## src/hw/ecc_pkg.sv

```systemverilog
/*
  SECDED (39,32) code definitions
  code geometry, Hsiao check-bit masks and the error class encoding
*/

package ecc_pkg;

  localparam int unsigned DataWidth = 32;
  localparam int unsigned NbEccBits = 7;
  localparam int unsigned CodeWidth = DataWidth + NbEccBits;

  // check bit k is the parity of the data bits selected by CheckMask[k]
  // every data bit sits in exactly three masks, each column is unique
  //   data bits 0..31 take the weight-3 subsets of {0..6} in lexicographic order
  //   (012, 013, ... 345), the subsets 346, 356 and 456 are unused
  localparam logic [DataWidth-1:0] CheckMask [NbEccBits] = '{
    32'h0000_7FFF, // check 0
    32'h01FF_801F, // check 1
    32'h7E07_81E1, // check 2
    32'h8E38_8E22, // check 3
    32'hB2C9_3244, // check 4
    32'hD552_5488, // check 5
    32'h69A4_6910  // check 6
  };

  // class of a decoded word
  typedef enum logic [1:0] {
    ErrNone   = 2'b00, // clean word
    ErrCorr   = 2'b01, // single flip, corrected
    ErrUncorr = 2'b10  // double flip, data passed through as stored
  } err_class_e;

endpackage

```

## src/hw/secded_39_32_dec.sv

```systemverilog
/*
  SECDED (39,32) decoder
  syndrome, error class and single-bit correction of one codeword
  codeword layout is {check[6:0], data[31:0]}
*/

`timescale 1ns/1ps

module secded_39_32_dec
  import ecc_pkg::*;
(
  input  logic [CodeWidth-1:0] code_i,
  output logic [DataWidth-1:0] data_o,
  output logic [NbEccBits-1:0] syndrome_o,
  output err_class_e           err_o
);

  logic [DataWidth-1:0] data_raw;
  logic [NbEccBits-1:0] check_raw;
  logic                 syn_odd;

  assign data_raw  = code_i[DataWidth-1:0];
  assign check_raw = code_i[CodeWidth-1:DataWidth];

  // recomputed check bits against the stored ones
  always_comb begin
    for (int k = 0; k < NbEccBits; k++) begin
      syndrome_o[k] = ^(data_raw & CheckMask[k]) ^ check_raw[k];
    end
  end

  assign syn_odd = ^syndrome_o; // odd weight means a single flip

  always_comb begin
    if (syndrome_o == '0) begin
      err_o = ErrNone;
    end else if (syn_odd) begin
      err_o = ErrCorr;
    end else begin
      err_o = ErrUncorr;
    end
  end

  // flip the data bit whose column matches the syndrome
  // a check bit flip has weight one and matches no data column
  always_comb begin
    logic [NbEccBits-1:0] column;
    column = '0;
    for (int i = 0; i < DataWidth; i++) begin
      for (int k = 0; k < NbEccBits; k++) begin
        column[k] = CheckMask[k][i];
      end
      data_o[i] = data_raw[i] ^ (syn_odd && (syndrome_o == column));
    end
  end

endmodule

```

## config.mk

```make
export PLATFORM = sky130hd
export DESIGN_NAME = secded_39_32_dec
export DESIGN_NICKNAME = d
export VERILOG_FILES = /design/src/hw/ecc_pkg.sv /design/src/hw/secded_39_32_dec.sv
export SDC_FILE = /design/constraint.sdc
export NUM_CORES = 1
export LEC_CHECK = 0
export BUFFER_PORTS_ARGS = -buffer_cell sky130_fd_sc_hd__buf_2
export CORE_ASPECT_RATIO = 1.2
export CORE_MARGIN = 2
export CORE_UTILIZATION = 49
export DETAILED_ROUTE_END_ITERATION = 8
export GPL_TIMING_DRIVEN = 0
export PLACE_DENSITY = 0.84
export SYNTH_ARGS = -nofsm -noshare
export SYNTH_HDL_FRONTEND = slang
export SYNTH_SLANG_ARGS = --single-unit
```

## constraint.sdc

```tcl
create_clock -name vclk -period 6
set_clock_uncertainty 0.15 [all_clocks]
set_input_delay 1.2 -clock vclk [all_inputs]
set_output_delay 1.2 -clock vclk [all_outputs]
set_load 0.01 [all_outputs]
```

**Word-level counts from Yosys, hierarchy flattened**

Index checks and enable logic that the tools add are counted.

- Register bits after elaboration: 0
- Input port bits: 39
- Output and inout port bits: 41
- Word-level logic and storage cells: 114

- Equal/unequal tests: 32
- Muxes and demuxes: 2
- Bitwise operators: 39
- Reductions and logical operators: 41

Operator list:

| operator | number |
|---|---|
| $reduce_xor 32->1 | 7 |
| $eq 7x7->1 const B | 12 |
| $eq 7x6->1 const B | 10 |
| $eq 7x5->1 const B | 6 |
| $xor 1x1->1 | 39 |
| $logic_and 1x1->1 | 32 |
| $eq 7x4->1 const B | 3 |
| $eq 7x3->1 const B | 1 |
| $logic_not 7->1 | 1 |
| $reduce_xor 7->1 | 1 |
| $mux 2 | 2 |

**Longest topological paths before layout**

- Depth after elaboration: 5
- Mapped depth: 11
- Mapped depth without buffers: 11

**Least setup slack after synthesis**

No wires, ideal clock.

- Path kind: input -> output
- From: input code_i[7]
- To: output data_o[10]
- Arrival time: 4.009 ns
- Required time: 4.650 ns
- Setup slack: 0.641 ns
- Stages: 11
- Path buffers: 0
- Cell sequence: xnor3_1 -> xnor3_1 -> xnor2_2 -> inv_2 -> ha_1 -> xnor2_1 -> xnor2_1 -> nor2b_2 -> nand2_1 -> nor3_1 -> xor2_1

- Longest elaborated chain between the ends: 5
- Elaborated cells between the ends (all ways): 10
- Those cells by class: eq/ne (1); bitwise (4); reduce/logical (5)

RTL lines:

| item | line | RTL |
|---|---|---|
| start, declared | secded_39_32_dec.sv:12 | `input logic [CodeWidth-1:0] code_i,` |
| $reduce_xor 32->1 (*) | secded_39_32_dec.sv:28 | `syndrome_o[k] = ^(data_raw & CheckMask[k]) ^ check_raw[k];` |
| $xor 1x1->1 (*) | secded_39_32_dec.sv:28 |  |
| net syndrome_o[5] | secded_39_32_dec.sv:14 | `output logic [NbEccBits-1:0] syndrome_o,` |
| $eq 7x6->1 or $reduce_xor 7->1 (tied branches) | secded_39_32_dec.sv:53, secded_39_32_dec.sv:32 |  |
| $logic_and 1x1->1 (*) | secded_39_32_dec.sv:53 | `data_o[i] = data_raw[i] ^ (syn_odd && (syndrome_o == column));` |
| $xor 1x1->1 (*) | secded_39_32_dec.sv:53 |  |
| end, declared | secded_39_32_dec.sv:13 | `output logic [DataWidth-1:0] data_o,` |

Mark *: on every way through the listed nets, which the timed path passes. The rest lies on a longest branch.

**Worst setup path in the final report**

- From: input code_i[5]
- To: output data_o[10]

- Longest elaborated chain between the ends: 5
- Elaborated cells between the ends (all ways): 10
- Those cells by class: eq/ne (1); bitwise (4); reduce/logical (5)

RTL lines:

| item | line |
|---|---|
| $reduce_xor 32->1 | secded_39_32_dec.sv:28 |
| $xor 1x1->1 | secded_39_32_dec.sv:28 |
| $eq 7x6->1 or $reduce_xor 7->1 (tied branches) | secded_39_32_dec.sv:53, secded_39_32_dec.sv:32 |
| $logic_and 1x1->1 (*) | secded_39_32_dec.sv:53 |
| $xor 1x1->1 (*) | secded_39_32_dec.sv:53 |

Every way passes the cells marked *; elsewhere a longest branch is shown, timed or not.

==> out/metrics.yaml <==
status: "finished clean"
ys_types: 35
yosysTopAreaCell: "xnor2_1"
drt_iter0_drc: 58
total_power_mw: 1.093
worstPathArrival_ns: 4.35
setup-violations-final: 0
grt.overflow.total: 0
vias: 1554
fin_setup_tns_ns: 0
timing.final.crit_period_ns: 5.701
io_pins: 80
yosys_warnings: 0
layout-drive-gt1-share: 0.4000
start_kind: "input pin"
switchingPower_mw: 0.6477
critPathKind: "input pin to primary output"
synth.area.top_cells: "xnor2_1 (27%), xnor3_1 (18%), xor2_1 (14%)"
num_antenna_cells: 0
synth_area_um2: 1634
pwr-share-comb: 1.000
start_util: 0.5253
p_leak_nw: 1.016
place.port_buffers: 80
hold_buffers: 0
required_ns: 4.65
die_w_um: 56.72
regArea_um2: 0
cap_violations: 0
rows: 22
tightest_slew_ns: 0.8205
relSlewSlack: 0.4490
rsz0062_at_grt: "no"
drtPass1Iterations: 4
fmax_ghz: 0.1754
final_net_count: 299
syn_inst: 175
grt_pass1_wl_um: 6437
core-area_um2: 3110
die-area_um2: 3815
antenna_found_initial: 0
min_path_type: "input pin to primary output"
wl_per_cell_um: 14.87
finalHoldViolCount: 0
timing.hold.ws_ns: 2.563
syn_nets: 217
finalCritPeriodShare: 0.9502
routabilityCongestion: 0.8875
p_int_mw: 0.4452
worst_slack_ns: 0.2986
utilization: 0.6726
routed_wl_um: 4327
switching_share: 0.5926
flops_and_latches: 0
grt_pass1_vias: 1359
design_area_um2: 2092
p_seq_frac: 0
area_delta_synth_final_pct: 28.02
p_per_area_nw_per_um2: 522.4
dp.cells: 291
synth_seq_area_share: 0
synth_top_area_share: 0.2680
grt_max_degree: 11
nClkBuffers: 0
dpl_worst_slack_ns: 0.1531
clockPowerShare: 0
drv_slew: 0
post_drt_via_cell_ratio: 5.340
fin_cells: 291
antenna_left: 0
track_usage: 0.2168
die_h_um: 67.26
hpwl_um: 3762
hold_start: "code_i[6]"
postSynthAreaPerCell_um2: 9.338
worst-path-max-fanout: 8
dpl-instance-area_um2: 2079
drc: 0
crit_start: "code_i[5]"
crit_path_end_kind: "primary output"
peakVddDrop_mv: 0.4549
[per-layer routing]
metal / global-route usage / up-vias / share of wire
met5: 0 / - / 0
met1: 0.2688 / 728 / 0.39
li1: - / 766 / -
met4: 0.03571 / 0 / 0.014
met2: 0.4215 / 54 / 0.55
met3: 0.007663 / 6 / 0.043
[final cells by class]
class | count | area (um2)
inverters | 4 | 15.01
fillers | 275 | 1018
multi-input cells | 171 | 1632
repair buffers | 80 | 400.4
well taps | 36 | 45.04
[power by group through the flow]
stage | clock (mW) | combinational [mW] | sequential, mW
after detailed placement | 0 | 1.03 | 0
final | 0 | 1.09 | 0
after CTS | 0 | 1.04 | 0
after global placement | 0 | 1.01 | 0
after global routing | 0 | 1.17 | 0
after floorplan | 0 | 0.756 | 0
[final timing paths]
check	cells after the start	end
min	3	data_o[6]
max	13	data_o[10]
[Yosys cell counts (2+ instances only)]
master	count
and4_1	2
ha_1	3
inv_1	3
mux2i_1	4
nand2_1	4
nand2b_1	4
nand3_1	7
nand4_1	5
nor2_1	6
nor2b_1	3
nor3_1	12
nor4_1	2
nor4_2	3
nor4b_2	2
o21ai_0	2
o21ai_2	2
xnor2_1	50
xnor2_2	5
xnor3_1	13
xnor3_2	2
xor2_1	27
[what timing repair did]
item                                    CTS  global route
endpoints found under the setup margin    0             8
gates resized for setup                   0             2
setup buffers                             0             0
endpoints found under the hold margin     0             0
[worst max-delay path, stage by stage]
cell	delay, ns
buf_2	0.13
xnor2_1	0.24
xnor3_1	0.48
xnor2_2	0.37
xnor2_1	0.18
ha_1	0.27
xnor2_1	0.26
xnor2_2	0.20
nor2b_4	0.28
nand2_1	0.19
nor3_1	0.26
xor2_1	0.16
buf_2	0.15
[logic make-up after synthesis]
family	count (synthesis)	share of synthesized area
XOR/XNOR	98	0.6853
AO/OA/AOI/OAI	6	0.02680
buffers and inverters	4	0.009186
AND/OR/NAND/NOR	60	0.2313
multiplexers	4	0.02450
adder cells (fa/ha/maj)	3	0.02297
[layout by cell type (no fill, tap or decap), drive strengths merged]
master  Yosys  layout
a21boi      1       1
a21oi       1       1
and3        1       1
and4        2       2
buf         0      80
ha          3       3
inv         4       4
mux2i       4       4
nand2       5       5
nand2b      4       4
nand3       7       7
nand3b      1       1
nand4       5       5
nand4b      1       1
nor2        7       7
nor2b       4       4
nor3       12      12
nor3b       1       1
nor4        5       5
nor4b       2       2
o21ai       4       4
or2         3       3
xnor2      55      55
xnor3      15      15
xor2       27      27
xor3        1       1
(Power assumes the default switching activity.)
