$ cat src/hw/ecc_pkg.sv
/*
  SECDED (39,32) code definitions
  code geometry, Hsiao check-bit masks and the error class encoding
*/

package ecc_pkg;

  localparam int unsigned DataWidth = 32;
  localparam int unsigned NbEccBits = 7;
  localparam int unsigned CodeWidth = DataWidth + NbEccBits;

  // check bit k is the parity of the data bits selected by CheckMask[k]
  // every data bit sits in exactly three masks, each column is unique
  //   data bits 0..31 take the weight-3 subsets of {0..6} in lexicographic order
  //   (012, 013, ... 345), the subsets 346, 356 and 456 are unused
  localparam logic [DataWidth-1:0] CheckMask [NbEccBits] = '{
    32'h0000_7FFF, // check 0
    32'h01FF_801F, // check 1
    32'h7E07_81E1, // check 2
    32'h8E38_8E22, // check 3
    32'hB2C9_3244, // check 4
    32'hD552_5488, // check 5
    32'h69A4_6910  // check 6
  };

  // class of a decoded word
  typedef enum logic [1:0] {
    ErrNone   = 2'b00, // clean word
    ErrCorr   = 2'b01, // single flip, corrected
    ErrUncorr = 2'b10  // double flip, data passed through as stored
  } err_class_e;

endpackage

$ cat src/hw/secded_39_32_enc.sv
/*
  SECDED (39,32) encoder
  computes the seven Hsiao check bits of a 32-bit data word, purely combinational
*/

`timescale 1ns/1ps

module secded_39_32_enc
  import ecc_pkg::*;
(
  input  logic [DataWidth-1:0] data_i,
  output logic [NbEccBits-1:0] check_o
);

  // one parity tree per check bit
  always_comb begin
    for (int k = 0; k < NbEccBits; k++) begin
      check_o[k] = ^(data_i & CheckMask[k]);
    end
  end

endmodule

$ cat config.mk
export PLATFORM = sky130hd
export DESIGN_NAME = secded_39_32_enc
export DESIGN_NICKNAME = d
export VERILOG_FILES = /design/src/hw/ecc_pkg.sv /design/src/hw/secded_39_32_enc.sv
export SDC_FILE = /design/constraint.sdc
export NUM_CORES = 1
export LEC_CHECK = 0
export BUFFER_PORTS_ARGS = -buffer_cell sky130_fd_sc_hd__buf_2
export CAP_MARGIN = 20
export CORE_MARGIN = 2
export CORE_UTILIZATION = 40
export DETAILED_ROUTE_END_ITERATION = 12
export PLACE_DENSITY = 0.8
export SYNTH_ARGS = -nofsm -noshare
export SYNTH_HDL_FRONTEND = slang
export SYNTH_SLANG_ARGS = --single-unit
$ cat constraint.sdc
create_clock -name vclk -period 2.31
set_input_delay 0.1155 -clock vclk [all_inputs]
set_output_delay 0.1155 -clock vclk [all_outputs]
set_load 0.01 [all_outputs]
=== Word level (Yosys, flattened, before mapping) ===
Cells that the tools add are included.

* Flip-flop bits (word level): 0
* Output and inout port bits: 7

* Reduce and logical (&&, ||, !) cells: 7

{| class="wikitable"
|+ Operators by type and width
! kind !! count
|-
| 32-bit parity || 7
|}

=== Longest topological paths before layout ===
Gate-level depths: netlist of run 1.

* Depth in word-level cells: 1
* Mapped depth: 3
* Gate-level depth less buffers: 3

=== Worst setup path before layout of run 1 ===
Ideal clock, no wire load.

* Kind: in2out
* Start: in data_i[5]
* End: out check_o[2]
* Arrival time: 1130 ps
* Required time: 2194 ps
* Slack: 1065 ps
* Stages: 3
* Cell sequence: xnor3_1 > xnor3_1 > xnor3_1

* Cells in the longest elaborated chain, start to end: 1

{| class="wikitable"
|+ Ends and longest elaborated chain
! element !! RTL line !! RTL
|-
| from (decl) || secded_39_32_enc.sv:11 || <nowiki>input logic [DataWidth-1:0] data_i,</nowiki>
|-
| 32-bit parity || secded_39_32_enc.sv:18 || <nowiki>check_o[k] = ^(data_i & CheckMask[k]);</nowiki>
|-
| to (decl) || secded_39_32_enc.sv:12 || <nowiki>output logic [NbEccBits-1:0] check_o</nowiki>
|}

Every way passes these cells.

=== Worst setup path in the final report of run 1 ===
Ends and elaborated chain as after synthesis.

==> results.py, run 1 <==
metrics = {
    "finish": {
        "area_growth_pct": 31.3,
        "finalNetCount": 126,
        "seq_cells": 0,
        "drive_gt1_frac": 0.467,
        "regArea_sq_um": 0,
        "n_clock_buffer": 0,
        "fill_cells": 166,
        "antenna_cells": 0,
    },
    "pwr": {
        "p_int_mw": 0.324,
        "power_leakage_nw": 0.522,
        "power.share.sequential": 0,
        "powerDensity_nw_per_um2": 540,
        "p_sw_frac": 0.369,
        "ir_drop_v": 0.000321,
        "p_comb_frac": 1.000,
        "clkPwrFrac": 0,
        "power.switching_mw": 0.189,
    },
    "worst_setup_path": {
        "end_kind": "output port",
        "criticalPathCategory": "in2out",
        "required_ps": 2190,
        "cp.arrival_ps": 1380,
        "crit_slowest_cell": "xnor3_1",
        "cp_max_fo": 2,
        "critPathLaunchType": "primary input",
        "slowest_delay_ps": 410,
        "path_cells": "buf_2 > xnor3_1 > xnor3_1 > xnor3_1 > buf_2",
        "crit_top_cell": "xnor3_1",
    },
    "detailed_routing": {
        "routed_wl_mm": 1.36,
        "ant_nets": 0,
        "first_iter_violations": 5,
        "num_vias": 507,
        "avgRoutedWirePerCell_um": 11.6,
        "via_per_inst": 4.33,
        "firstDrtPassIters": 4,
        "drc": 0,
    },
    "timing": {
        "worst_pin_slew_ps": 307,
        "finalCritPeriodShare": 0.646,
        "hold_viol": 0,
        "setup_tns_ps": 0,
        "postLayoutSetupSlackWorst_ps": 817,
        "period_minus_slack_ps": 1490,
        "max_slew_margin": 0.794,
        "slew_violations": 0,
        "rsz0062_at_grt": "no",
        "setup_viol": 0,
        "max_clock_freq_mhz": 670,
    },
    "min_path": {
        "min_path_type": "in2out",
        "hold_start": "data_i[13]",
        "hold_end": "check_o[4]",
        "min_path_cells": 4,
    },
    "placed_design": {
        "pre_cts_ws_ps": 821,
        "hpwlAfterDp_mm": 1.29,
        "gp_congestion": 0.843,
        "port_buffers": 39,
    },
    "job": {
        "drv_cap": 0,
    },
    "clocking": {
        "ctsResizeCount": 0,
        "cts_hold_buf": 0,
        "post_cts_buffers": 0,
    },
    "synthesis": {
        "synth_largest_area_cell": "xnor3_1",
        "synth_top_area_frac": 0.497,
        "syn-mean-instance-area_sq_um": 13.7,
        "yosysUniqueCellTypes": 5,
        "syn_inst": 53,
        "ys_top_cells_by_count": "28 x xnor2_1, 16 x xnor3_1, 5 x xor2_1, 3 x xnor2_2, 1 x xnor3_4",
        "ys_seq_area_frac": 0,
        "syn_nets": 85,
        "yosys_warnings": 0,
        "synth_area_leaders": "xnor3_1 50%, xnor2_1 34%, xnor2_2 6.7%",
        "syn_area_sq_um": 724,
        "synth.most_common_cell": "xnor2_1",
    },
    "global_route": {
        "track_usage": 0.133,
        "antenna_found_initial": 0,
        "globalRouteOverflowTotal": 0,
        "grt_pass1_wl_mm": 2.06,
        "grt_pass1_vias": 509,
        "grt_max_degree": 4,
    },
    "floorplanning": {
        "num_rows": 15,
        "die_area_sq_um": 2170,
        "start_util": 0.424,
        "fp.dieW_um": 46.6,
        "coreArea_sq_um": 1710,
        "pin_count": 39,
        "die_h_um": 46.6,
    },
    "outcome": {
        "outcome": "complete, no violations",
    },
}
==> cell usage in the layout (no fill, tap or decap) <==
cell,n
buf_2,39
xnor2_1,28
xnor2_2,3
xnor3_1,16
xnor3_4,1
xor2_1,5
==> critical path, delay by kind of cell <==
| family | cells | cell delay [ps] |
|---|---|---|
| XOR/XNOR | 3 | 1020 |
| buffers and inverters | 2 | 250 |
==> routing by layer <==
metal,global-route usage,wire (um),vias up
met5,0,0,-
met4,0,0,0
met3,0,61,0
met2,0.283,747,20
met1,0.152,555,233
li1,-,-,254
==> power by group through the flow <==
stage / registers [mW] / clock network (mW) / logic (mW)
floorplan: 0 / 0 / 0.373
global placement: 0 / 0 / 0.512
detailed placement: 0 / 0 / 0.519
CTS: 0 / 0 / 0.522
global route: 0 / 0 / 0.554
finish: 0 / 0 / 0.513
==> through the flow <==
stage | hold WS [ps] | instances | area [sq um] | power, mW | utilization
after global placement | 705 | 117 | 951 | 0.512 | 0.557
after CTS | 709 | 117 | 951 | 0.522 | 0.557
after floorplan | 500 | 53 | 724 | 0.373 | -
after global routing | 729 | 117 | 951 | 0.554 | 0.557
final | 703 | 117 | 951 | 0.513 | 0.557
after detailed placement | 708 | 117 | 951 | 0.519 | 0.557
==> final cells by class <==
type               count  area, sq um  share of cell area
repair buffers        39          195               0.205
multi-input cells     53          724               0.762
well taps             25         31.3              0.0329
==> cell families after synthesis <==
family | Yosys count | synth area share
XOR/XNOR | 53 | 1.00
==> worst max-delay path by stage <==
| stage | startpoint | to | slack [ps] |
|---|---|---|---|
| final | data_i[5] | check_o[2] | 820 |
| after global routing | data_i[5] | check_o[2] | 750 |
| after CTS | data_i[5] | check_o[2] | 810 |
| after detailed placement | data_i[5] | check_o[2] | 820 |
| after global placement | data_i[5] | check_o[2] | 840 |
| after floorplan | data_i[5] | check_o[2] | 1060 |
Note: power is estimated with default switching activity, not from simulation.
==> inputs of run 2 (changes only) <==
ABC_AREA = 1   (was unset)
PLACE_DENSITY = 0.74   (was 0.8)
clock period = 1.3 ns   (was 2.31 ns; I/O delays follow)
==> results.py, run 2 <==
metrics = {
    "floorplanning": {
        "start_util": 0.418,
        "coreArea_sq_um": 3050,
        "die_h_um": 60.5,
        "pin_count": 39,
        "fp.dieW_um": 60.5,
        "die_area_sq_um": 3660,
        "num_rows": 20,
    },
    "pwr": {
        "power.switching_mw": 0.449,
        "power_leakage_nw": 1.03,
        "powerDensity_nw_per_um2": 502,
        "total_power_mw": 0.762,
        "power.share.sequential": 0,
        "p_comb_frac": 1.000,
        "clkPwrFrac": 0,
        "ir_drop_v": 0.000172,
        "p_int_mw": 0.313,
        "p_sw_frac": 0.590,
    },
    "worst_setup_path": {
        "required_ps": 1240,
        "crit_slowest_cell": "xor2_1",
        "end_kind": "output port",
        "crit_top_cell": "nand2_1",
        "crit_end": "check_o[3]",
        "critPathLaunchType": "primary input",
        "path_cells": "buf_2 > inv_1 > nand2_1 > nand2_1 > xor2_1 > inv_1 > nand2_1 > nand2_1 > nand3_1 > nand2_1 > buf_2",
        "slowest_delay_ps": 240,
        "cp_max_fo": 4,
        "cp.arrival_ps": 1090,
        "criticalPathCategory": "in2out",
        "cp-startpoint": "data_i[20]",
    },
    "detailed_routing": {
        "ant_nets": 0,
        "routed_wl_mm": 2.58,
        "first_iter_violations": 68,
        "via_per_inst": 4.27,
        "num_vias": 1482,
        "drc": 0,
        "avgRoutedWirePerCell_um": 7.45,
        "firstDrtPassIters": 4,
    },
    "global_route": {
        "globalRouteOverflowTotal": 0,
        "grt_max_degree": 6,
        "antenna_found_initial": 0,
        "track_usage": 0.140,
        "grt_pass1_wl_mm": 4.15,
        "grt_pass1_vias": 1123,
    },
    "finish": {
        "stdcell_count": 347,
        "antenna_cells": 0,
        "layout.cells.most_common_list": "143 x nand2_1, 39 x inv_1, 39 x buf_2",
        "regArea_sq_um": 0,
        "final_common_cell": "nand2_1",
        "fill_cells": 356,
        "drive_gt1_frac": 0.172,
        "n_clock_buffer": 0,
        "area_growth_pct": 18.8,
        "finalNetCount": 337,
        "seq_cells": 0,
    },
    "synthesis": {
        "yosysUniqueCellTypes": 18,
        "syn_area_sq_um": 1280,
        "syn_inst": 266,
        "synth_area_leaders": "nand2_1 42%, xor2_1 13%, inv_1 11%",
        "synth.most_common_cell": "nand2_1",
        "synth_top_area_frac": 0.420,
        "ys_seq_area_frac": 0,
        "syn_nets": 298,
        "syn-mean-instance-area_sq_um": 4.80,
        "ys_top_cells_by_count": "143 x nand2_1, 39 x inv_1, 19 x xor2_1, 18 x nand3_1, 13 x xnor2_1",
        "synth_largest_area_cell": "nand2_1",
        "yosys_warnings": 0,
    },
    "min_path": {
        "min_path_type": "in2out",
        "hold_start": "data_i[18]",
    },
    "timing": {
        "slew_violations": 0,
        "rsz0062_at_grt": "no",
        "max_clock_freq_mhz": 865,
        "hold_viol": 0,
        "max_slew_margin": 0.809,
        "setup_tns_ps": 0,
        "worst_hold_slack_ps": 643,
        "period_minus_slack_ps": 1160,
        "worst_pin_slew_ps": 284,
        "setup_viol": 0,
        "finalCritPeriodShare": 0.889,
    },
    "placed_design": {
        "dp.cells": 347,
        "hpwlAfterDp_mm": 2.36,
        "gp_congestion": 0.762,
        "port_buffers": 39,
    },
    "outcome": {
        "outcome": "complete, no violations",
    },
    "job": {
        "drv_cap": 0,
    },
    "clocking": {
        "ctsResizeCount": 0,
        "cts_hold_buf": 0,
        "post_cts_buffers": 0,
    },
}
[run 2: worst min path at each step]
| stage | endpoint | slack [ps] | cells past startpoint |
|---|---|---|---|
| detailed placement | check_o[6] | 650 | 7 |
| finish | check_o[6] | 640 | 7 |
| global route | check_o[3] | 730 | 6 |
| CTS | check_o[6] | 650 | 7 |
| global placement | check_o[6] | 640 | 7 |
| floorplan | check_o[6] | 400 | 5 |
[run 2: power by group through the flow]
stage | clock (mW) | sequential (mW) | combinational (mW)
after floorplan | 0 | 0 | 0.548
after global placement | 0 | 0 | 0.758
after detailed placement | 0 | 0 | 0.769
after CTS | 0 | 0 | 0.772
after global routing | 0 | 0 | 0.882
final | 0 | 0 | 0.762
[run 2: cell families (layout without fill, tap and decap cells)]
| logic type | after synthesis | in the layout | share of synthesized area |
|---|---|---|---|
| AOI/OAI and AO/OA | 4 | 4 | 0.0176 |
| xor gates and xnor gates | 36 | 36 | 0.270 |
| buffers and inverters | 44 | 81 | 0.131 |
| and+or+nand+nor | 182 | 182 | 0.581 |
[run 2: stage by stage]
step | cell area (sq um) | worst slack (ps) | utilization
after CTS | 1520 | 140 | 0.497
final | 1520 | 144 | 0.497
after global routing | 1520 | 11.6 | 0.497
after global placement | 1520 | 165 | 0.497
after floorplan | 1280 | 420 | -
after detailed placement | 1520 | 143 | 0.497
[run 2: per-layer routing]
metal  GRT usage  wire length, um  vias up
met3           0              122        0
met5           0                0        -
li1            -                -      859
met2       0.275             1200       26
met4           0                0        0
met1       0.183             1260      597
[run 2: worst max-delay path, delay by kind of cell]
family	cells	cell delay [ps]
buf+inv	4	430
simple gates	6	360
xor+xnor	1	240
[run 2: final cells by class]
type               instances  area [sq um]  share of cell area
inverters                 42           158               0.104
multi-input cells        222          1110               0.731
well taps                 44          55.1              0.0363
repair buffers            39           195               0.129
