`src/hw/ecc_pkg.sv`:
```
/*
  SECDED (39,32) code definitions
  code geometry, Hsiao check-bit masks and the error class encoding
*/

package ecc_pkg;

  localparam int unsigned DataWidth = 32;
  localparam int unsigned NbEccBits = 7;
  localparam int unsigned CodeWidth = DataWidth + NbEccBits;

  // check bit k is the parity of the data bits selected by CheckMask[k]
  // every data bit sits in exactly three masks, each column is unique
  //   data bits 0..31 take the weight-3 subsets of {0..6} in lexicographic order
  //   (012, 013, ... 345), the subsets 346, 356 and 456 are unused
  localparam logic [DataWidth-1:0] CheckMask [NbEccBits] = '{
    32'h0000_7FFF, // check 0
    32'h01FF_801F, // check 1
    32'h7E07_81E1, // check 2
    32'h8E38_8E22, // check 3
    32'hB2C9_3244, // check 4
    32'hD552_5488, // check 5
    32'h69A4_6910  // check 6
  };

  // class of a decoded word
  typedef enum logic [1:0] {
    ErrNone   = 2'b00, // clean word
    ErrCorr   = 2'b01, // single flip, corrected
    ErrUncorr = 2'b10  // double flip, data passed through as stored
  } err_class_e;

endpackage

```
`src/hw/bus_pkg.sv`:
```
/*
  reduced memory bus definitions
  address and user widths, memory depth and read response codes
*/

package bus_pkg;

  import ecc_pkg::*;

  localparam int unsigned AddrWidth = 8;
  localparam int unsigned MemDepth  = 256;

  // user bits of the requester, the check bits are not included
  localparam int unsigned UserWidth = 4;

  // user field inside the top level, check bits sit above the requester bits
  localparam int unsigned BusUserWidth = UserWidth + NbEccBits;

  // read response codes
  localparam logic [1:0] RespOkay   = 2'b00;
  localparam logic [1:0] RespSlvErr = 2'b10;

endpackage

```
`src/hw/ecc_err_status.sv`:
```
/*
  ECC error status
  saturating corrected and uncorrectable counters, address of the last error
*/

`timescale 1ns/1ps

module ecc_err_status
  import ecc_pkg::*;
  import bus_pkg::*;
(
  input  logic                 clk_i,
  input  logic                 rst_n_i,
  input  logic                 fire_i, // read data transfer
  input  err_class_e           err_i,
  input  logic [AddrWidth-1:0] addr_i,
  output logic [15:0]          corr_cnt_o,
  output logic [15:0]          uncorr_cnt_o,
  output logic [AddrWidth-1:0] err_addr_o
);

  logic corr_hit;
  logic uncorr_hit;

  assign corr_hit   = fire_i & (err_i == ErrCorr);
  assign uncorr_hit = fire_i & (err_i == ErrUncorr);

  always_ff @(posedge clk_i) begin
    if (!rst_n_i) begin
      corr_cnt_o   <= '0;
      uncorr_cnt_o <= '0;
      err_addr_o   <= '0;
    end else begin
      if (corr_hit && (corr_cnt_o != '1)) begin
        corr_cnt_o <= corr_cnt_o + 16'd1;
      end
      if (uncorr_hit && (uncorr_cnt_o != '1)) begin
        uncorr_cnt_o <= uncorr_cnt_o + 16'd1;
      end
      // address is kept even once a counter saturates
      if (corr_hit || uncorr_hit) begin
        err_addr_o <= addr_i;
      end
    end
  end

endmodule

```
`config.mk`:
```
export PLATFORM = sky130hd
export DESIGN_NAME = ecc_err_status
export DESIGN_NICKNAME = d
export VERILOG_FILES = /design/src/hw/ecc_pkg.sv /design/src/hw/bus_pkg.sv /design/src/hw/ecc_err_status.sv
export SDC_FILE = /design/constraint.sdc
export NUM_CORES = 1
export LEC_CHECK = 0
export BUFFER_PORTS_ARGS = -buffer_cell sky130_fd_sc_hd__buf_4
export CAP_MARGIN = 20
export CORE_ASPECT_RATIO = 1.5
export CORE_MARGIN = 1
export CORE_UTILIZATION = 50
export DETAILED_ROUTE_END_ITERATION = 12
export PLACE_DENSITY_LB_ADDON = 0.05
export SYNTH_ARGS = -nofsm -noshare
export SYNTH_HDL_FRONTEND = slang
export SYNTH_SLANG_ARGS = --single-unit
export TNS_END_PERCENT = 10
```
`constraint.sdc`:
```
create_clock -name clk_i -period 4.1 [get_ports clk_i]
set_clock_uncertainty 0.1 [all_clocks]
set_input_delay 0.205 -clock clk_i [delete_from_list [all_inputs] [get_ports clk_i]]
set_output_delay 0.205 -clock clk_i [all_outputs]
set_load 0.02 [all_outputs]
```
== Word level (Yosys, flattened, before mapping) ==
Cells that the tools add are included.
Word-level totals
  bits of input ports: 13
  register bits after elaboration: 40
  output and inout bits: 40
  word-level logic and storage cells: 14
Cells by class
  reductions and logical operators: 3
  equality and inequality tests: 4
  add/subtract/negate cells: 2
  bitwise gates (word level): 2
Operators with widths (number)
  adder 16 x 1 -> 16 bit (second input constant): 2
  != test 16 bit (second input constant): 2
  bitwise AND 1 bit: 2
  == test 2 x 1 -> 1 bit (second input constant): 1
  == test 2 bit (second input constant): 1
  logical AND 1 bit: 2
  logical OR 1 bit: 1

== Depth between registers and ports, before layout ==
Gate-level depths: netlist (run 1).
  word-level depth: 3
  mapped depth: 6
  depth with buffers taken out: 5

== Worst setup path after synthesis (run 1) ==
OpenSTA, ideal clock, no wires.
  kind: reg-to-reg
  from: reg uncorr_cnt_o[0]
  to: reg uncorr_cnt_o[8]
  data arrival time: 1.976 ns
  library setup time: 0.070 ns
  slack: 1.954 ns
  cell stages (with the launch flop): 7
  clock period less this slack: 2.146 ns
  data required time: 3.930 ns
  buffers on the path: 1
  path through: dfxtp_1 ha_1 nand3_1 or3_1 clkbuf_1 or4_1 a21oi_1
On the way
  longest elaborated chain between the ends: 2
  elaborated cells between the ends (all ways): 3
  classes of those cells: 1 x add/sub; 1 x eq/ne; 1 x reduce/logical
Ends and longest elaborated chain
  start: declaration: RTL line ecc_err_status.sv:18  | output logic [15:0] uncorr_cnt_o,
  start signal: assignment: RTL line ecc_err_status.sv:38  | uncorr_cnt_o <= uncorr_cnt_o + 16'd1;
  branches (longest 2 deep; another with adder 16 x 1 -> 16 bit)
Parallel ways; which one is timed is not known.
A chain may end at the register's enable or synchronous reset.

== Final worst setup path (run 1) ==
  from: reg uncorr_cnt_o[1]
  to: reg uncorr_cnt_o[8]
The elaborated chain is that of the path after synthesis.

==> flow_metrics.tcl, run 1 <==
set metrics [dict create \
    crit_path_start_kind "register" \
    worstSetupStartpoint "uncorr_cnt_o[1]" \
    cts.repair_timing.setup_buffer_count 0 \
    cts_tree "done" \
    overflow 0 \
    fp.dieW_microns 53.63 \
    clk_root_buffer_cell "sky130_fd_sc_hd__clkbuf_8" \
    yosys_warnings 0 \
    pre_cts_ws_ns 1.957 \
    ys_seq_elements 40 \
    effective_utilization_at_floorplan_pct 53.32 \
    cts_htree_levels 2 \
    cellLeakagePower_nw 0.9234 \
    seqCellArea_sq_um 800.8 \
    first_global_vias 1759 \
    avgViaCountPerCell 5.994 \
    min_delay_path_depth 3 \
    drtAntennaViolNets 0 \
    totalNegativeSetupSlack_ns 0 \
    worst_ir_drop_vdd_mv 0.2960 \
    multi_input_comb_area_sq_um 1136 \
    layout_min_cycle_time_ns 2.177 \
    clk_pin_slew_worst_paths_ns 0.09 \
    synthesis.area_per_instance_sq_um 8.296 \
    critical_path.endpoint_type "register" \
    place_hpwl_mm 3.563 \
    rsz0062_at_grt "no" \
    powerDensity_nw_per_um2 350.5 \
    portBuffers 52 \
    antenna-diode-count 0 \
    layout.filler_cells 338 \
    num_vias 2002 \
    groute.usage.overall_pct 25.14 \
    core_area_sq_um 3750 \
    synth_cell_type_count 37 \
    critical_path_class "reg2reg" \
    areaGrowthSynthToFinish_pct 28.54 \
    final.period_utilization_pct 53.11 \
    reg2reg_to "uncorr_cnt_o[8]" \
    fmax_mhz 459.3 \
    routed_wire_length_per_instance_microns 14.72 \
    dieArea_sq_um 4261 \
    cts.sink_count 40 \
    place.gp.congestion 0.8666 \
    hold_path_end "err_addr_o[6]" \
    drt_pass1_iterations 4 \
    drive_above_1_share_pct 24.74 \
    cp_max_fo 9 \
    detailedRoute.firstIterationViolations 49 \
    worstMarginPinSlew_ns 0.9371 \
    setup_viol 0 \
    cts_inserted_buffers 5 \
    timing.hold.worst.class "in2reg" \
    insertion_delay_ns 0.30 \
    hold_start "addr_i[6]" \
    timing.rr.start "uncorr_cnt_o[1]" \
    post_cts_hold_buffer_count 0 \
    syn-instance-count 241 \
    worstPathArrival_ns 2.30 \
    top_level_i_o_count 53 \
    place.detailed.instances 326 \
    clockBufferDepth 2 \
    post_cts_resized 0 \
    fp-row-count 27 \
    synth_area_sq_um 1999 \
    worst_path_required_ns 4.22 \
    result_of_the_run "complete, no violations" \
    r2r.worst_path.cells 5 \
    worst_case_headroom_to_the_max_slew_limit_pct 37.46 \
    seq_area_frac_synth_pct 40.05 \
    syn_nets 256 \
    timing.max_cap.violations 0 \
    rrSetupSlack_ns 1.92 \
    grt_antenna_before_repair 0 \
    grt_first_pass_wirelength_mm 7.900 \
    slew_violations 0 \
    final_hold_vios 0 \
    instances_no_fill 334 \
    finalWirelength_mm 4.915 \
    grt_start_max_net_pins 30 \
    final_net_count 305 \
    worst_slack_ns 1.923 \
    drc_markers 0 \
    die_h_microns 79.45 \
]
## logic make-up after synthesis
logic type	count (synthesis)	share of synthesized area, %
AOI/OAI and AO/OA	54	15.96
buffers and inverters	16	3.129
DFF	40	40.05
and+or+nand+nor	120	35.11
adders and majority gates	2	1.251
muxes	9	4.506
## placed cells by master, fill, tap and decap left out, drive strengths merged
cell / n
and3b: 1
nand4: 10
bufinv: 3
or4: 12
nor2: 9
and3: 1
or4b: 1
o21ai: 7
and2: 1
nor3b: 1
o31a: 2
nand3b: 3
o31ai: 11
mux2i: 9
dfxtp: 40
nand2: 31
nand4b: 1
buf: 54
o41ai: 1
or3: 8
clkbuf: 5
nand2b: 7
ha: 2
inv: 4
a21oi: 29
nor3: 3
nand3: 18
nor4: 9
a211oi: 2
or2: 2
and4: 2
o21a: 2
## state kept, by name (all words and copies together) (netlist names)
signal / cells
corr_cnt_o: 16
uncorr_cnt_o: 16
err_addr_o: 8
## critical path, stage by stage (launching register included)
cell                      delay (ns)
sky130_fd_sc_hd__dfxtp_1        0.48
sky130_fd_sc_hd__ha_1           0.24
sky130_fd_sc_hd__nand3_1        0.14
sky130_fd_sc_hd__or3_1          0.50
sky130_fd_sc_hd__or4_1          0.50
sky130_fd_sc_hd__a21oi_1        0.15
## per-layer routing
layer | global-route usage (%) | share of wire, %
met1 | 27.29 | 40
met2 | 43.75 | 53
met3 | 6.286 | 5.4
met4 | 11.58 | 2.3
met5 | 0 | 0
## cell type report
cell class	count	area share, %
multi-input combinational	185	44.21
sequential	40	31.16
timing repair buffer	54	15.77
clock inverter	3	3.505
clock buffer	5	2.678
tap	43	2.093
inverter	4	0.5842
## worst max path at each step
stage	to	slack, ns	depth (start not counted)
after floorplan	uncorr_cnt_o[8]	1.95	6
after global placement	corr_cnt_o[10]	2.04	5
after detailed placement	uncorr_cnt_o[8]	1.96	5
after CTS	uncorr_cnt_o[8]	1.93	5
after global routing	uncorr_cnt_o[8]	1.78	5
final	uncorr_cnt_o[8]	1.92	5
## synthesized netlist by cell type
cell type                   n  share of area [%]
sky130_fd_sc_hd__a211oi_1   2               0.75
sky130_fd_sc_hd__a21oi_1   29                7.3
sky130_fd_sc_hd__and2_1     1               0.31
sky130_fd_sc_hd__and3_1     1               0.31
sky130_fd_sc_hd__and3b_1    1               0.44
sky130_fd_sc_hd__and4_1     2               0.88
sky130_fd_sc_hd__buf_2      2               0.50
sky130_fd_sc_hd__clkbuf_1  10                1.9
sky130_fd_sc_hd__dfxtp_1   40                 40
sky130_fd_sc_hd__ha_1       2                1.3
sky130_fd_sc_hd__inv_1      4               0.75
sky130_fd_sc_hd__mux2i_1    9                4.5
sky130_fd_sc_hd__nand2_1   31                5.8
sky130_fd_sc_hd__nand2b_1   7                2.2
sky130_fd_sc_hd__nand3_1   17                4.3
sky130_fd_sc_hd__nand3_4    1               0.88
sky130_fd_sc_hd__nand3b_1   2               0.75
sky130_fd_sc_hd__nand3b_4   1                1.0
sky130_fd_sc_hd__nand4_1   10                3.1
sky130_fd_sc_hd__nand4b_1   1               0.44
sky130_fd_sc_hd__nor2_1     9                1.7
sky130_fd_sc_hd__nor3_1     3               0.75
sky130_fd_sc_hd__nor3b_1    1               0.38
sky130_fd_sc_hd__nor4_1     7                2.2
sky130_fd_sc_hd__nor4_2     2                1.3
sky130_fd_sc_hd__o21a_1     2               0.75
sky130_fd_sc_hd__o21ai_0    7                1.8
sky130_fd_sc_hd__o31a_1     2               0.88
sky130_fd_sc_hd__o31ai_1   11                4.1
sky130_fd_sc_hd__o41ai_1    1               0.44
sky130_fd_sc_hd__or2_2      2               0.63
sky130_fd_sc_hd__or3_1      7                2.2
sky130_fd_sc_hd__or3_2      1               0.38
sky130_fd_sc_hd__or4_1     10                3.8
sky130_fd_sc_hd__or4_2      1               0.44
sky130_fd_sc_hd__or4_4      1               0.56
sky130_fd_sc_hd__or4b_2     1               0.50
## metrics by stage
stage                     hold WS [ns]  cell area, sq um  util, %  power [mW]
after floorplan                 0.2455              1999        -      0.4341
after global placement          0.3509              2411    64.30      0.4565
after detailed placement        0.3559              2411    64.30      0.4576
after CTS                      0.04171              2570    68.54      0.9075
after global routing           0.05209              2570    68.54      0.9284
final                          0.04684              2570    68.54      0.9007
## report_power, final
part           internal, mW  total, mW  switching (mW)
Clock                 0.305      0.453           0.148
Combinational        0.0212     0.0501          0.0289
Sequential            0.393      0.398         0.00434
Total                 0.719      0.901           0.181
No activity file was read; power rests on OpenSTA's default activity.
==> run 2: changes to the inputs <==
--- a/config.mk
+++ b/config.mk
@@ -5,11 +5,12 @@
 export SDC_FILE = /design/constraint.sdc
 export NUM_CORES = 1
 export LEC_CHECK = 0
+export ABC_AREA = 1
 export BUFFER_PORTS_ARGS = -buffer_cell sky130_fd_sc_hd__buf_4
 export CAP_MARGIN = 20
 export CORE_ASPECT_RATIO = 1.5
 export CORE_MARGIN = 1
-export CORE_UTILIZATION = 50
+export CORE_UTILIZATION = 48
 export DETAILED_ROUTE_END_ITERATION = 12
 export PLACE_DENSITY_LB_ADDON = 0.05
 export SYNTH_ARGS = -nofsm -noshare
==> constraint.sdc (replaced) <==
create_clock -name clk_i -period 1.8 [get_ports clk_i]
set_clock_uncertainty 0.1 [all_clocks]
set_input_delay 0.09 -clock clk_i [delete_from_list [all_inputs] [get_ports clk_i]]
set_output_delay 0.09 -clock clk_i [all_outputs]
set_load 0.02 [all_outputs]
==> run 2 against run 1 <==
Against the previous run:
- flip-flop and latch count stayed put
- non-clock buffer count is 15 higher
- first-iteration DRC count is 39% higher
- register-to-register slack worse by 1.8 ns
- via count is 15% higher
- die area is 11% higher
- maximum frequency is 29% higher
- setup slack worse by 1.8 ns
- global-route usage is 0.93 points lower
- cell count is 36% higher
- critical endpoint is now uncorr_cnt_o[13]
==> flow_metrics.tcl, run 2 <==
set metrics [dict create \
    slew_violations 0 \
    powerDensity_nw_per_um2 595.0 \
    grt_first_pass_wirelength_mm 9.059 \
    result_of_the_run "complete, no violations" \
    synth_largest_area_cell "sky130_fd_sc_hd__dfxtp_1" \
    effective_utilization_at_floorplan_pct 50.31 \
    synth_cell_type_count 23 \
    overflow 0 \
    synth_area_sq_um 2136 \
    detailedRoute.firstIterationViolations 68 \
    worst_case_headroom_to_the_max_slew_limit_pct 75.50 \
    layout.core_utilization_pct 65.69 \
    routed_wire_length_per_instance_microns 11.97 \
    count_of_flip_flops_with_a_built_in_enable_after_synthesis 0 \
    synthMostInstantiatedCell "sky130_fd_sc_hd__nor2_1" \
    antenna-diode-count 0 \
    instances_no_fill 455 \
    place.detailed.instances 440 \
    layout.filler_cells 412 \
    areaGrowthSynthToFinish_pct 30.58 \
    final.period_utilization_pct 93.72 \
    final_hold_vios 0 \
    place.gp.congestion 0.8889 \
    fin_hold_ws_ns 0.1010 \
    fp-row-count 29 \
    avgViaCountPerCell 5.070 \
    final_net_count 424 \
    worstPathArrival_ns 1.80 \
    cts_tree "done" \
    cp_max_fo 5 \
    asyncSetResetFlopFracSynth_pct 0 \
    synthesis.area_per_instance_sq_um 6.300 \
    postSynth.topFlopCell "sky130_fd_sc_hd__dfxtp_1" \
    worst_ir_drop_vdd_mv 0.5584 \
    core_area_sq_um 4245 \
    worst_path_required_ns 1.92 \
    num_vias 2307 \
    worstMarginPinSlew_ns 0.3674 \
    layout.cells.most_common_list "sky130_fd_sc_hd__nor2_1, sky130_fd_sc_hd__nand2_1, sky130_fd_sc_hd__buf_4" \
    setup_viol 0 \
    cts_htree_levels 2 \
    top_level_i_o_count 53 \
    critical_path_class "reg2reg" \
    syn_nets 354 \
    crit_path_start_kind "register" \
    syn-instance-count 339 \
    finalWirelength_mm 5.446 \
    timing.max_cap.violations 0 \
    timing.hold.worst.class "in2reg" \
    ys_seq_elements 40 \
    first_global_vias 2093 \
    cts_inserted_buffers 5 \
    layout.cells.most_common "sky130_fd_sc_hd__nor2_1" \
    yosys-top-cells-count "sky130_fd_sc_hd__nor2_1, sky130_fd_sc_hd__nand2_1, sky130_fd_sc_hd__dfxtp_1" \
    portBuffers 52 \
    drtAntennaViolNets 0 \
    drt_pass1_iterations 4 \
    cts.sink_count 40 \
    synthDominantCellAreaShare_pct 37.49 \
    reg.largest.list "corr_cnt_o x16, uncorr_cnt_o x16, err_addr_o x8" \
    groute.usage.overall_pct 24.21 \
    fmax_mhz 592.8 \
    clk_root_buffer_cell "sky130_fd_sc_hd__clkbuf_8" \
    critical_path.endpoint_type "register" \
    cellLeakagePower_nw 1.225 \
    drive_above_1_share_pct 20.05 \
    insertion_delay_ns 0.29 \
    die_h_microns 83.70 \
    fp.dieW_microns 56.47 \
    layout_min_cycle_time_ns 1.687 \
    seq_area_frac_synth_pct 37.49 \
    grt_antenna_before_repair 0 \
    totalNegativeSetupSlack_ns 0 \
    rsz0062_at_grt "yes" \
    yosys_warnings 0 \
    grt_start_max_net_pins 38 \
    post_synth_main_area_contributors "sky130_fd_sc_hd__dfxtp_1, sky130_fd_sc_hd__nor2_1, sky130_fd_sc_hd__nand2_1, sky130_fd_sc_hd__nand3_1, sky130_fd_sc_hd__a21oi_1" \
    clockBufferDepth 2 \
    clk_pin_slew_worst_paths_ns 0.08 \
    drc_markers 0 \
    dieArea_sq_um 4726 \
    place_hpwl_mm 4.103 \
]
-- run 2: cell count changes in the layout (fill, tap and decap cells not counted), sizes merged, moves of 9 or more --
cell   before  now
or4        12    0
nor4        9    0
nand3      18   33
a21oi      29   20
nand2      31   83
inv         4   26
o31ai      11    0
nor2        9  103
mux2i       9    0
-- run 2: cells by family (layout without fill, tap and decap cells) --
kind of cell	Yosys count	in the layout	share of synthesized area, %
AOI/OAI and AO/OA	35	35	8.202
xor gates and xnor gates	2	2	0.8203
adders and majority gates	2	2	1.171
buffers and inverters	32	102	6.502
DFF	40	40	37.49
and+or+nand+nor	228	228	45.81
-- run 2: routing by layer --
| layer | vias to the layer above | wire [microns] | track usage (%) |
|---|---|---|---|
| li1 | 1213 | - | - |
| met1 | 1019 | 2081 | 25.29 |
| met2 | 62 | 2943 | 46.31 |
| met3 | 13 | 266 | 4.186 |
| met4 | 0 | 155 | 9.091 |
| met5 | - | 0 | 0 |
-- run 2: report_power, final --
part           switching [mW]  internal, mW
clock network           0.319         0.264
registers              0.0108         0.903
logic                  0.0891        0.0743
-- run 2: timing repair --
item,4_1_cts,5_1_grt
setup buffers,0,0
gates resized for setup,0,4
hold endpoints to repair,8,0
endpoints found under the setup margin,0,5
hold buffers,8,0
-- run 2: layout make-up --
type | instances | area, sq um | share of cell area, %
tap | 46 | 57.56 | 2.064
sequential | 40 | 800.8 | 28.71
clock inverter | 1 | 5.005 | 0.1795
multi-input combinational | 267 | 1215 | 43.56
timing repair buffer | 69 | 538.0 | 19.29
inverter | 26 | 100.1 | 3.589
clock buffer | 6 | 72.57 | 2.602
-- run 2: per-stage QoR --
stage	total power [mW]	area, sq um	setup slack, ns
after global routing	1.719	2789	-0.005477
final	1.660	2789	0.1131
after detailed placement	1.083	2613	0.1142
after global placement	1.080	2613	0.1716
after CTS	1.668	2770	0.1068
after floorplan	1.015	2136	0.1503
-- run 2: worst paths after layout --
path	startpoint	to	slack, ns	depth (start not counted)
worst max-delay path	uncorr_cnt_o[0]	uncorr_cnt_o[13]	0.11	7
worst min-delay path	rst_n_i	uncorr_cnt_o[12]	0.10	3
worst max register to register	uncorr_cnt_o[0]	uncorr_cnt_o[13]	0.11	7
worst min register to register	err_addr_o[0]	err_addr_o[0]	0.42	2
-- run 2: worst max-delay path, cell delays in order, from the launching register on --
cell	delay, ns
sky130_fd_sc_hd__dfxtp_1	0.41
sky130_fd_sc_hd__ha_1	0.21
sky130_fd_sc_hd__nand3_1	0.16
sky130_fd_sc_hd__inv_1	0.15
sky130_fd_sc_hd__nand2_1	0.10
sky130_fd_sc_hd__o21ai_1	0.22
sky130_fd_sc_hd__nand2_1	0.07
sky130_fd_sc_hd__a21oi_1	0.19
